<file path="config.mk">
export PLATFORM = sky130hd
export DESIGN_NAME = smc_veneer
export DESIGN_NICKNAME = d
export VERILOG_FILES = /design/src/smc_pkg.sv /design/src/smc_ahb_slave.sv /design/src/smc_bank_ctrl.sv /design/src/smc_cfg_regs.sv /design/src/smc_emi_combine.sv /design/src/smc_veneer.sv
export SDC_FILE = /design/constraint.sdc
export NUM_CORES = 1
export LEC_CHECK = 0
export ABC_AREA = 1
export BUFFER_PORTS_ARGS = -buffer_cell sky130_fd_sc_hd__buf_2
export CAP_MARGIN = 40
export CORE_ASPECT_RATIO = 1.25
export CORE_UTILIZATION = 45
export CTS_BUF_LIST = sky130_fd_sc_hd__clkbuf_2
export DETAILED_ROUTE_END_ITERATION = 8
export HOLD_SLACK_MARGIN = 0.12
export PLACE_DENSITY_LB_ADDON = 0.15
export SETUP_SLACK_MARGIN = 0.5
export SLEW_MARGIN = 20
export SYNTH_ARGS = -nofsm -noshare
export SYNTH_HDL_FRONTEND = slang
export SYNTH_HIERARCHICAL = 1
export SYNTH_SLANG_ARGS = --single-unit
</file>
<file path="constraint.sdc">
create_clock -name hclk -period 2.35 [get_ports hclk]
set_input_delay 0.47 -clock hclk [delete_from_list [all_inputs] [get_ports hclk]]
set_output_delay 0.47 -clock hclk [all_outputs]
set_load 0.02 [all_outputs]
</file>
<file path="src/smc_pkg.sv">
/*
  SMC shared definitions
  Bank decode, bus widths, AHB codes and the bank access states
*/
package smc_pkg;

  // Bank decode --------
  localparam int NUM_BANKS     = 4;   // Banks and chip selects
  localparam int BANK_LSB      = 12;  // Lowest haddr bit of bank index
  localparam int BANK_W        = 2;
  localparam int SPACE_TOP_BIT = 14;  // haddr bits from here up must be zero

  // Bus types --------
  typedef logic [31:0]       addr_t;
  typedef logic [31:0]       data_t;
  typedef logic [3:0]        be_t;    // One bit per byte lane
  typedef logic [3:0]        wait_t;  // Strobe wait states
  typedef logic [BANK_W-1:0] bank_t;
  typedef logic [2:0]        size_t;
  typedef logic [1:0]        trans_t;
  typedef logic [1:0]        resp_t;

  localparam wait_t DEF_WAIT = 4'd3;

  // AHB transfer types
  localparam trans_t TRANS_IDLE   = 2'b00;
  localparam trans_t TRANS_BUSY   = 2'b01;
  localparam trans_t TRANS_NONSEQ = 2'b10;
  localparam trans_t TRANS_SEQ    = 2'b11;

  // AHB responses, lite subset
  localparam resp_t RESP_OKAY  = 2'b00;
  localparam resp_t RESP_ERROR = 2'b01;

  // Per-bank access phases
  typedef enum logic [1:0] {
    BANK_IDLE,
    BANK_SETUP,
    BANK_STROBE,
    BANK_HOLD
  } bank_state_e;

endpackage

</file>
<file path="src/smc_ahb_slave.sv">
/*
  SMC AHB-lite front end
  Qualifies address phases, range-checks the address, builds byte enables
  and runs the data phase: wait for bank done, or two ERROR cycles
*/
`timescale 1ns/1ps

module smc_ahb_slave (
  input  logic            hclk,
  input  logic            rst_n,
  input  logic            hsel,
  input  smc_pkg::addr_t  haddr,
  input  smc_pkg::trans_t htrans,
  input  logic            hwrite,
  input  smc_pkg::size_t  hsize,
  input  smc_pkg::data_t  hwdata,
  input  logic            hready,      // Muxed bus ready
  input  logic            done,        // Any bank in HOLD
  input  smc_pkg::data_t  rdata,       // Combined bank read data
  output logic            start,       // One cycle, legal transfers only
  output smc_pkg::bank_t  bank_sel,
  output smc_pkg::addr_t  req_addr,
  output logic            req_write,
  output smc_pkg::be_t    req_be,
  output smc_pkg::data_t  req_wdata,
  output logic            smc_valid,
  output logic            smc_hready,
  output smc_pkg::resp_t  smc_hresp,
  output smc_pkg::data_t  smc_hrdata
);

  typedef enum logic [1:0] {
    DP_IDLE,  // No data phase pending
    DP_WAIT,  // Bank access in progress
    DP_ERR1,  // ERROR, hready low
    DP_ERR2   // ERROR, hready high
  } dp_state_e;

  dp_state_e    dp_state;
  logic         trans_ok;
  logic         take;
  logic         legal;
  smc_pkg::be_t be;

  // Address phase qualify --------
  assign trans_ok = (htrans == smc_pkg::TRANS_NONSEQ) || (htrans == smc_pkg::TRANS_SEQ);
  assign take     = hsel && trans_ok && hready && smc_hready;
  assign legal    = (haddr[31:smc_pkg::SPACE_TOP_BIT] == '0);  // Above bank space -> ERROR

  // Lane enables from size and low address bits
  always_comb begin
    case (hsize)
      3'd0:    be = smc_pkg::be_t'(4'b0001 << haddr[1:0]);
      3'd1:    be = haddr[1] ? 4'b1100 : 4'b0011;
      default: be = 4'b1111;  // Word
    endcase
  end

  // Data phase FSM --------
  always_ff @(posedge hclk) begin
    if (!rst_n) begin
      dp_state <= DP_IDLE;
      start    <= 1'b0;
    end else begin
      start <= take && legal;
      if (take) begin
        dp_state <= legal ? DP_WAIT : DP_ERR1;
      end else begin
        case (dp_state)
          DP_WAIT: if (done) dp_state <= DP_IDLE;  // Hold until bank finishes
          DP_ERR1: dp_state <= DP_ERR2;
          default: dp_state <= DP_IDLE;
        endcase
      end
    end
  end

  // Transfer capture, payload only
  always_ff @(posedge hclk) begin
    if (take) begin
      req_addr  <= haddr;
      req_write <= hwrite;
      req_be    <= be;
      bank_sel  <= haddr[smc_pkg::BANK_LSB +: smc_pkg::BANK_W];
    end
  end

  // Bus response --------
  always_comb begin
    case (dp_state)
      DP_WAIT: smc_hready = done;  // High in bank HOLD cycle
      DP_ERR1: smc_hready = 1'b0;
      default: smc_hready = 1'b1;
    endcase
  end

  assign smc_hresp  = (dp_state == DP_ERR1 || dp_state == DP_ERR2) ?
                      smc_pkg::RESP_ERROR : smc_pkg::RESP_OKAY;
  assign smc_valid  = start;   // Acknowledges a legal address
  assign req_wdata  = hwdata;  // Valid in first data cycle, banks latch it
  assign smc_hrdata = rdata;

endmodule

</file>
<file path="src/smc_bank_ctrl.sv">
/*
  SMC bank controller
  Runs setup, strobe and hold for one chip select, strobe stretched
  by the bank wait register, and captures read data at strobe end
*/
`timescale 1ns/1ps

module smc_bank_ctrl #(
  parameter smc_pkg::bank_t BANK_ID = '0
) (
  input  logic           hclk,
  input  logic           rst_n,
  input  logic           start,
  input  smc_pkg::bank_t bank_sel,
  input  smc_pkg::addr_t req_addr,
  input  logic           req_write,
  input  smc_pkg::be_t   req_be,
  input  smc_pkg::data_t req_wdata,
  input  smc_pkg::wait_t wait_cnt,   // This bank's register
  input  smc_pkg::data_t data_smc,
  output logic           cs_n,
  output logic           rd_n,
  output smc_pkg::be_t   we_n,
  output smc_pkg::be_t   be,         // Held lane enables, zero when idle
  output logic           wr_n,
  output logic           ext_oe_n,
  output smc_pkg::addr_t addr,
  output smc_pkg::data_t wdata,
  output smc_pkg::data_t rdata,
  output logic           done
);

  smc_pkg::bank_state_e state_q;
  smc_pkg::bank_state_e cur_state;
  smc_pkg::wait_t       cnt_q;
  smc_pkg::addr_t       addr_q;
  smc_pkg::be_t         be_q;
  smc_pkg::data_t       wdata_q;
  smc_pkg::data_t       rdata_q;
  logic                 write_q;
  logic                 go;
  logic                 setup;
  logic                 active;
  logic                 strobe;
  logic                 cur_write;
  smc_pkg::addr_t       cur_addr;
  smc_pkg::be_t         cur_be;
  smc_pkg::data_t       cur_wdata;

  assign go = start && (bank_sel == BANK_ID);

  // SETUP is the start cycle itself, so request comes straight from the front end
  assign cur_state = (state_q == smc_pkg::BANK_IDLE && go) ? smc_pkg::BANK_SETUP : state_q;
  assign setup     = (cur_state == smc_pkg::BANK_SETUP);
  assign active    = (cur_state != smc_pkg::BANK_IDLE);
  assign strobe    = (cur_state == smc_pkg::BANK_STROBE);

  assign cur_write = setup ? req_write : write_q;
  assign cur_addr  = setup ? req_addr  : addr_q;
  assign cur_be    = setup ? req_be    : be_q;
  assign cur_wdata = setup ? req_wdata : wdata_q;

  // Access FSM --------
  always_ff @(posedge hclk) begin
    if (!rst_n) begin
      state_q <= smc_pkg::BANK_IDLE;
      cnt_q   <= '0;
    end else begin
      case (cur_state)
        smc_pkg::BANK_SETUP: begin
          state_q <= smc_pkg::BANK_STROBE;
          cnt_q   <= wait_cnt;  // wait+1 strobe cycles
        end
        smc_pkg::BANK_STROBE: begin
          if (cnt_q == '0) state_q <= smc_pkg::BANK_HOLD;
          else cnt_q <= cnt_q - smc_pkg::wait_t'(1);
        end
        default: state_q <= smc_pkg::BANK_IDLE;  // HOLD back to idle
      endcase
    end
  end

  // Request latch and read capture
  always_ff @(posedge hclk) begin
    if (setup) begin
      addr_q  <= req_addr;
      write_q <= req_write;
      be_q    <= req_be;
      wdata_q <= req_wdata;
    end
    if (strobe && cnt_q == '0 && !write_q) begin
      rdata_q <= data_smc;  // Last strobe cycle
    end
  end

  // EMI strobes --------
  assign cs_n     = !active;
  assign wr_n     = !(active && cur_write);   // Whole write access
  assign ext_oe_n = !(active && cur_write);   // Drive data pins on writes
  assign rd_n     = !(strobe && !cur_write);
  assign we_n     = (strobe && cur_write) ? ~cur_be : '1;
  assign be       = active ? cur_be : '0;
  assign addr     = active ? cur_addr : '0;   // Zero so combiner can OR
  assign wdata    = active ? cur_wdata : '0;
  assign rdata    = rdata_q;
  assign done     = (state_q == smc_pkg::BANK_HOLD);

endmodule

</file>
<file path="src/smc_cfg_regs.sv">
/*
  SMC configuration registers
  One strobe wait-state register per bank, APB write and read-back
*/
`timescale 1ns/1ps

module smc_cfg_regs (
  input  logic                                   hclk,
  input  logic                                   rst_n,
  input  logic                                   psel,
  input  logic                                   penable,
  input  logic                                   pwrite,
  input  logic [4:0]                             paddr,
  input  smc_pkg::data_t                         pwdata,
  output smc_pkg::data_t                         prdata,
  output smc_pkg::wait_t [smc_pkg::NUM_BANKS-1:0] wait_cnt  // One field per bank
);

  smc_pkg::bank_t reg_sel;
  logic           wr_en;

  assign reg_sel = paddr[3:2];                  // Word index picks the bank
  assign wr_en   = psel && penable && pwrite;   // APB access phase

  always_ff @(posedge hclk) begin
    if (!rst_n) begin
      for (int i = 0; i < smc_pkg::NUM_BANKS; i++) begin
        wait_cnt[i] <= smc_pkg::DEF_WAIT;
      end
    end else if (wr_en) begin
      wait_cnt[reg_sel] <= smc_pkg::wait_t'(pwdata);  // Low bits only
    end
  end

  // Read-back, zero-extended
  assign prdata = smc_pkg::data_t'(wait_cnt[reg_sel]);

endmodule

</file>
<file path="src/smc_emi_combine.sv">
/*
  SMC EMI combiner
  Merges the per-bank strobes, address and data onto the external pins,
  picks read data of the selected bank
*/
`timescale 1ns/1ps

module smc_emi_combine (
  input  logic [smc_pkg::NUM_BANKS-1:0]           bank_cs_n,
  input  logic [smc_pkg::NUM_BANKS-1:0]           bank_rd_n,
  input  logic [smc_pkg::NUM_BANKS-1:0]           bank_wr_n,
  input  logic [smc_pkg::NUM_BANKS-1:0]           bank_ext_oe_n,
  input  logic [smc_pkg::NUM_BANKS-1:0]           bank_done,
  input  smc_pkg::be_t   [smc_pkg::NUM_BANKS-1:0] bank_we_n,
  input  smc_pkg::be_t   [smc_pkg::NUM_BANKS-1:0] bank_be,
  input  smc_pkg::addr_t [smc_pkg::NUM_BANKS-1:0] bank_addr,
  input  smc_pkg::data_t [smc_pkg::NUM_BANKS-1:0] bank_wdata,
  input  smc_pkg::data_t [smc_pkg::NUM_BANKS-1:0] bank_rdata,
  output logic [smc_pkg::NUM_BANKS-1:0]           smc_n_cs,
  output logic                                    smc_n_rd,
  output smc_pkg::be_t                            smc_n_we,
  output logic                                    smc_n_wr,
  output logic                                    smc_n_ext_oe,
  output smc_pkg::be_t                            smc_n_be,
  output smc_pkg::addr_t                          smc_addr,
  output smc_pkg::data_t                          smc_data,
  output smc_pkg::data_t                          rdata,
  output logic                                    done,
  output logic                                    smc_busy
);

  smc_pkg::be_t be_or;

  // Per-lane merge --------
  always_comb begin
    smc_n_we = '1;
    be_or    = '0;
    smc_addr = '0;
    smc_data = '0;
    rdata    = '0;
    for (int i = 0; i < smc_pkg::NUM_BANKS; i++) begin
      smc_n_we = smc_n_we & bank_we_n[i];  // Active low, AND
      be_or    = be_or | bank_be[i];
      smc_addr = smc_addr | bank_addr[i];  // Idle banks drive zero
      smc_data = smc_data | bank_wdata[i];
      if (!bank_cs_n[i]) rdata = bank_rdata[i];
    end
  end

  assign smc_n_cs     = bank_cs_n;
  assign smc_n_rd     = &bank_rd_n;
  assign smc_n_wr     = &bank_wr_n;
  assign smc_n_ext_oe = &bank_ext_oe_n;
  assign smc_n_be     = !smc_n_wr ? smc_n_we : ~be_or;  // Writes follow strobes
  assign done         = |bank_done;
  assign smc_busy     = ~&bank_cs_n;                     // Any chip select low

endmodule

</file>
<file path="src/smc_veneer.sv">
/*
  SMC top level
  AHB-lite slave to four-bank asynchronous SRAM bus, wait states over APB
*/
`timescale 1ns/1ps

module smc_veneer (
  // APB, on hclk
  input  logic                          hclk,
  input  logic                          rst_n,
  input  logic                          psel,
  input  logic                          penable,
  input  logic                          pwrite,
  input  logic [4:0]                    paddr,
  input  smc_pkg::data_t                pwdata,
  // AHB-lite
  input  logic                          hsel,
  input  smc_pkg::addr_t                haddr,
  input  smc_pkg::trans_t               htrans,
  input  logic                          hwrite,
  input  smc_pkg::size_t                hsize,
  input  smc_pkg::data_t                hwdata,
  input  logic                          hready,
  input  smc_pkg::data_t                data_smc,  // EMI read data
  output smc_pkg::data_t                prdata,
  output smc_pkg::data_t                smc_hrdata,
  output logic                          smc_hready,
  output smc_pkg::resp_t                smc_hresp,
  output logic                          smc_valid,
  // EMI, strobes active low
  output smc_pkg::addr_t                smc_addr,
  output smc_pkg::data_t                smc_data,
  output smc_pkg::be_t                  smc_n_be,
  output logic [smc_pkg::NUM_BANKS-1:0] smc_n_cs,
  output smc_pkg::be_t                  smc_n_we,
  output logic                          smc_n_wr,
  output logic                          smc_n_rd,
  output logic                          smc_n_ext_oe,
  output logic                          smc_busy
);

  // Front end to banks --------
  logic           start;
  smc_pkg::bank_t bank_sel;
  smc_pkg::addr_t req_addr;
  logic           req_write;
  smc_pkg::be_t   req_be;
  smc_pkg::data_t req_wdata;
  logic           done;
  smc_pkg::data_t rdata;

  smc_pkg::wait_t [smc_pkg::NUM_BANKS-1:0] wait_cnt;

  // Bank outputs into combiner --------
  logic [smc_pkg::NUM_BANKS-1:0]           bank_cs_n;
  logic [smc_pkg::NUM_BANKS-1:0]           bank_rd_n;
  logic [smc_pkg::NUM_BANKS-1:0]           bank_wr_n;
  logic [smc_pkg::NUM_BANKS-1:0]           bank_ext_oe_n;
  logic [smc_pkg::NUM_BANKS-1:0]           bank_done;
  smc_pkg::be_t   [smc_pkg::NUM_BANKS-1:0] bank_we_n;
  smc_pkg::be_t   [smc_pkg::NUM_BANKS-1:0] bank_be;
  smc_pkg::addr_t [smc_pkg::NUM_BANKS-1:0] bank_addr;
  smc_pkg::data_t [smc_pkg::NUM_BANKS-1:0] bank_wdata;
  smc_pkg::data_t [smc_pkg::NUM_BANKS-1:0] bank_rdata;

  smc_ahb_slave i_ahb_slave (
    .hclk       (hclk),
    .rst_n      (rst_n),
    .hsel       (hsel),
    .haddr      (haddr),
    .htrans     (htrans),
    .hwrite     (hwrite),
    .hsize      (hsize),
    .hwdata     (hwdata),
    .hready     (hready),
    .done       (done),
    .rdata      (rdata),
    .start      (start),
    .bank_sel   (bank_sel),
    .req_addr   (req_addr),
    .req_write  (req_write),
    .req_be     (req_be),
    .req_wdata  (req_wdata),
    .smc_valid  (smc_valid),
    .smc_hready (smc_hready),
    .smc_hresp  (smc_hresp),
    .smc_hrdata (smc_hrdata)
  );

  smc_cfg_regs i_cfg_regs (
    .hclk     (hclk),
    .rst_n    (rst_n),
    .psel     (psel),
    .penable  (penable),
    .pwrite   (pwrite),
    .paddr    (paddr),
    .pwdata   (pwdata),
    .prdata   (prdata),
    .wait_cnt (wait_cnt)
  );

  // One controller per chip select
  for (genvar i = 0; i < smc_pkg::NUM_BANKS; i++) begin : g_bank
    smc_bank_ctrl #(
      .BANK_ID (smc_pkg::bank_t'(i))
    ) i_bank_ctrl (
      .hclk      (hclk),
      .rst_n     (rst_n),
      .start     (start),
      .bank_sel  (bank_sel),
      .req_addr  (req_addr),
      .req_write (req_write),
      .req_be    (req_be),
      .req_wdata (req_wdata),
      .wait_cnt  (wait_cnt[i]),
      .data_smc  (data_smc),
      .cs_n      (bank_cs_n[i]),
      .rd_n      (bank_rd_n[i]),
      .we_n      (bank_we_n[i]),
      .be        (bank_be[i]),
      .wr_n      (bank_wr_n[i]),
      .ext_oe_n  (bank_ext_oe_n[i]),
      .addr      (bank_addr[i]),
      .wdata     (bank_wdata[i]),
      .rdata     (bank_rdata[i]),
      .done      (bank_done[i])
    );
  end

  smc_emi_combine i_emi_combine (
    .bank_cs_n     (bank_cs_n),
    .bank_rd_n     (bank_rd_n),
    .bank_wr_n     (bank_wr_n),
    .bank_ext_oe_n (bank_ext_oe_n),
    .bank_done     (bank_done),
    .bank_we_n     (bank_we_n),
    .bank_be       (bank_be),
    .bank_addr     (bank_addr),
    .bank_wdata    (bank_wdata),
    .bank_rdata    (bank_rdata),
    .smc_n_cs      (smc_n_cs),
    .smc_n_rd      (smc_n_rd),
    .smc_n_we      (smc_n_we),
    .smc_n_wr      (smc_n_wr),
    .smc_n_ext_oe  (smc_n_ext_oe),
    .smc_n_be      (smc_n_be),
    .smc_addr      (smc_addr),
    .smc_data      (smc_data),
    .rdata         (rdata),
    .done          (done),
    .smc_busy      (smc_busy)
  );

endmodule

</file>
==> metrics <==
run status finished, violations left; failing checks negative hold slack, negative setup slack; Max FO, Critical Path 20; Leak about 15 nW; ys async rst share 0%; CP Depth 12; IO Count around 300; worst clock skew roughly 54 ps; vias in the first global route between 15000 and 20000; Placed Cells incl. Taps between 3000 and 4000; Fin. Hold Viols ~130; final setup vio count ~120; Synth Area in Compound Gates about 7%; synthesized flop and latch total around 480; die width ~200 um; sequential fraction of the synthesis area between 50% and 60%; CTS buffer count between 100 and 150; WP data required 1880 ps; total number of yosys warnings 6; clk buf depth 3; synthesis-to-finish area growth 29.1%; Mapped Cells approximately 3000; r2r startpoint g_bank[0].i_bank_ctrl/state_q[1]$_SDFFE_PN0P_; GPL Wtd Cong between 0.8 and 0.9; TritonCTS clock tree built; Detail Route Antenna Nets 0; met1 Use GR a little over a quarter; period utilization 152%; GRT busiest layer met2; Tot GR Track Use a little under a quarter; via count around 20000; fin worst setup slack -1230 ps; synth top area cells dfxtp_1, edfxtp_1, nand2_1; most frequent cells in the layout inv_1, nand2_1, nor2_1; number of core rows 90; M3 GR Usage around 3.6%; initial antenna violation count 2; Synth Area in Simple Gates 24.8%; die area ~50000 um2; Cell Chain, Critical Path buf_6, inv_2, nor2_4, nand2_4, nand2_8, nand2_8, buf_16, o21ai_1, nor2_1, nor2_1, nand2_2, buf_2; Post-route DRC 0; Worst Path Arrival 3110 ps; fraction of layout cells with a size suffix above 1 a little under a quarter; Worst Setup EP smc_addr[9]; Clock Latency Late Sink ~1100 ps; syn_area_per_cell ~7.5 um2; slowest library cell on the worst path edfxtp_1; Finished Layout Cells 4208; number of H-tree levels 3; hold_ws -355 ps; clock transition at the registers of the reported paths ~110 ps; total power between 0.015 and 0.02 W; Core Area 48600 um2; fin util 59.2%; max capacitance violation total 0; WL/cell roughly 15 um; clock sinks around 480; Initial Util between 40% and 50%; RSZ-0062 raised after global routing true; CP delay by family, top simple AND/OR/NAND/NOR gates; routed vias/inst about 4.7; grt ovf 0; Final HPWL DP between 30000 and 40000 um; TritonRoute pass-1 iters 5; crit start category flop; Iteration-0 DRC Markers between 800 and 900; WP buf/inv 4; first-pass GRT wire length 92400 um; commonest non-fill, non-tap cell in the layout inv_1; Max rail drop VDD 329 uV; top-area cell type share of the netlist area 28.6%; Hold Crit Class in2reg; Post-synth EDFFs roughly 170; Synth Area in XOR/XNOR less than 1%; critical path class reg2out; critical path capture point type output pin; Die H approximately 250 um; Mapped Area 22300 um2; # port buffers around 230; achievable clock frequency 280 MHz; post-synthesis share of cell area spent on full adders, half adders and majority gates less than 1%; reg-to-reg critical path endpoint g_bank[0].i_bank_ctrl/rdata[23]$_DFFE_PP_; met2 usage in global routing between 40% and 50%; largest net degree at the start of global routing between 40 and 50; hold_buf cts around 160; mux cell area share after synthesis 0%; fin. max-slew vios 0; largest family of logic cells by synthesized area simple AND/OR/NAND/NOR gates; CP startpoint i_ahb_slave/req_addr[13]$_DFFE_PP_; post-synth cell types 30; Total Wirelength between 60000 and 70000 um; PD cells ~620 nW/um2; Tmin final 3580 ps; slowest stage delay, CP about 450 ps; NumNets Final roughly 3600; reg2reg path depth 6; reg-to-reg setup timing slack roughly 430 ps; ys flop type dfxtp_1; Root Buffer clkbuf_2; area leader, netlist dfxtp_1
==> metrics by stage <==
step | hold slack (ps) | area, um2 | setup slack, ps | setup TNS (ps)
5_1_grt | -452 | 28800 | -1400 | -144480
2_1_floorplan | 440 | 22700 | 188 | 0
4_1_cts | -532 | 27500 | -1270 | -135300
6_report | -355 | 28800 | -1230 | -119550
3_3_place_gp | 456 | 24300 | -40.2 | -109
3_5_place_dp | 462 | 24300 | -78.8 | -631
==> flip-flops by register name, indices dropped and copies added (netlist names) <==
register                    flops
g_bank.i_bank_ctrl/addr_q     128
g_bank.i_bank_ctrl/be_q        16
g_bank.i_bank_ctrl/cnt_q       16
g_bank.i_bank_ctrl/rdata      128
g_bank.i_bank_ctrl/state_q      8
g_bank.i_bank_ctrl/wdata_q    128
g_bank.i_bank_ctrl/write_q      4
i_ahb_slave/bank_sel            1
i_ahb_slave/dp_state            2
i_ahb_slave/req_addr           31
i_ahb_slave/req_be              4
i_ahb_slave/req_write           1
i_ahb_slave/smc_valid           1
i_cfg_regs/wait_cnt            16
==> routing by layer <==
| metal | routed length (um) | vias up |
|---|---|---|
| met5 | 0 | - |
| met4 | 1650 | 0 |
| met3 | 2710 | 111 |
| met2 | 31300 | 467 |
| met1 | 25900 | 9131 |
| li1 | - | 9914 |
==> synth_stat cells, types with 2 or more instances <==
master and instances:
xnor2_1 3, dfxtp_1 319, inv_2 17, a21oi_2 9, o21ai_1 85, buf_8 2, buf_6 19, nand2_1 639
nor2_2 8, ha_1 8, nand3_1 131, inv_1 577, edfxtp_1 165, o21ai_2 5, buf_4 123, buf_2 47
nand2_2 13, a21oi_1 8, nor2_4 5, nand4_1 5, nor2_1 563, clkbuf_2 3, o21ai_0 195, clkbuf_1 22
conb_1 2, nand2_4 11
==> worst min path at each step <==
stage,cells past startpoint,from,end
after global routing,3,hwdata[23],g_bank[2].i_bank_ctrl/wdata_q[23]$_DFF_P_
after global placement,2,g_bank[0].i_bank_ctrl/be_q[0]$_DFF_P_,g_bank[0].i_bank_ctrl/be_q[0]$_DFF_P_
after floorplan,2,g_bank[0].i_bank_ctrl/be_q[0]$_DFF_P_,g_bank[0].i_bank_ctrl/be_q[0]$_DFF_P_
after CTS,3,hwdata[31],g_bank[2].i_bank_ctrl/wdata_q[31]$_DFF_P_
after detailed placement,2,g_bank[0].i_bank_ctrl/be_q[2]$_DFF_P_,g_bank[0].i_bank_ctrl/be_q[2]$_DFF_P_
final,3,hwdata[25],g_bank[2].i_bank_ctrl/wdata_q[25]$_DFF_P_
==> logic make-up after synthesis <==
| kind of cell | after synthesis |
|---|---|
| flops | 484 |
| fa+ha+maj | 8 |
| xor+xnor | 3 |
| simple gates | 1378 |
| compound gates | 302 |
| other cells | 2 |
| buf+inv | 811 |
==> cell type report <==
type                            count  area (um2)
Tap cell                          644         806
Inverter                          595        2270
Clock buffer                      178         891
Fill cell                        4447       19800
Multi-Input combinational cell   1725        8240
Antenna cell                        3        7.51
Sequential cell                   484       11300
Timing Repair Buffer              538        5080
Clock inverter                     41         164
==> where the power goes <==
group	internal [W]	switching, W
clock network	0.00203	0.00337
logic	0.00108	0.00134
registers	0.00962	0.000293
total	0.0127	0.00501
==> timing repair <==
action,CTS,global route
endpoints found under the hold margin,373,128
setup endpoints to repair,151,217
cloned,7,18
setup buffers,11,15
gates resized for setup,150,243
pin swaps,9,34
==> worst reg2reg max path, delay by kind of cell (launching register included) <==
family | cells | cell delay [ps]
buffers and inverters | 2 | 510
flip-flops | 1 | 340
AND/OR/NAND/NOR | 4 | 720
(Power assumes the default switching activity.)
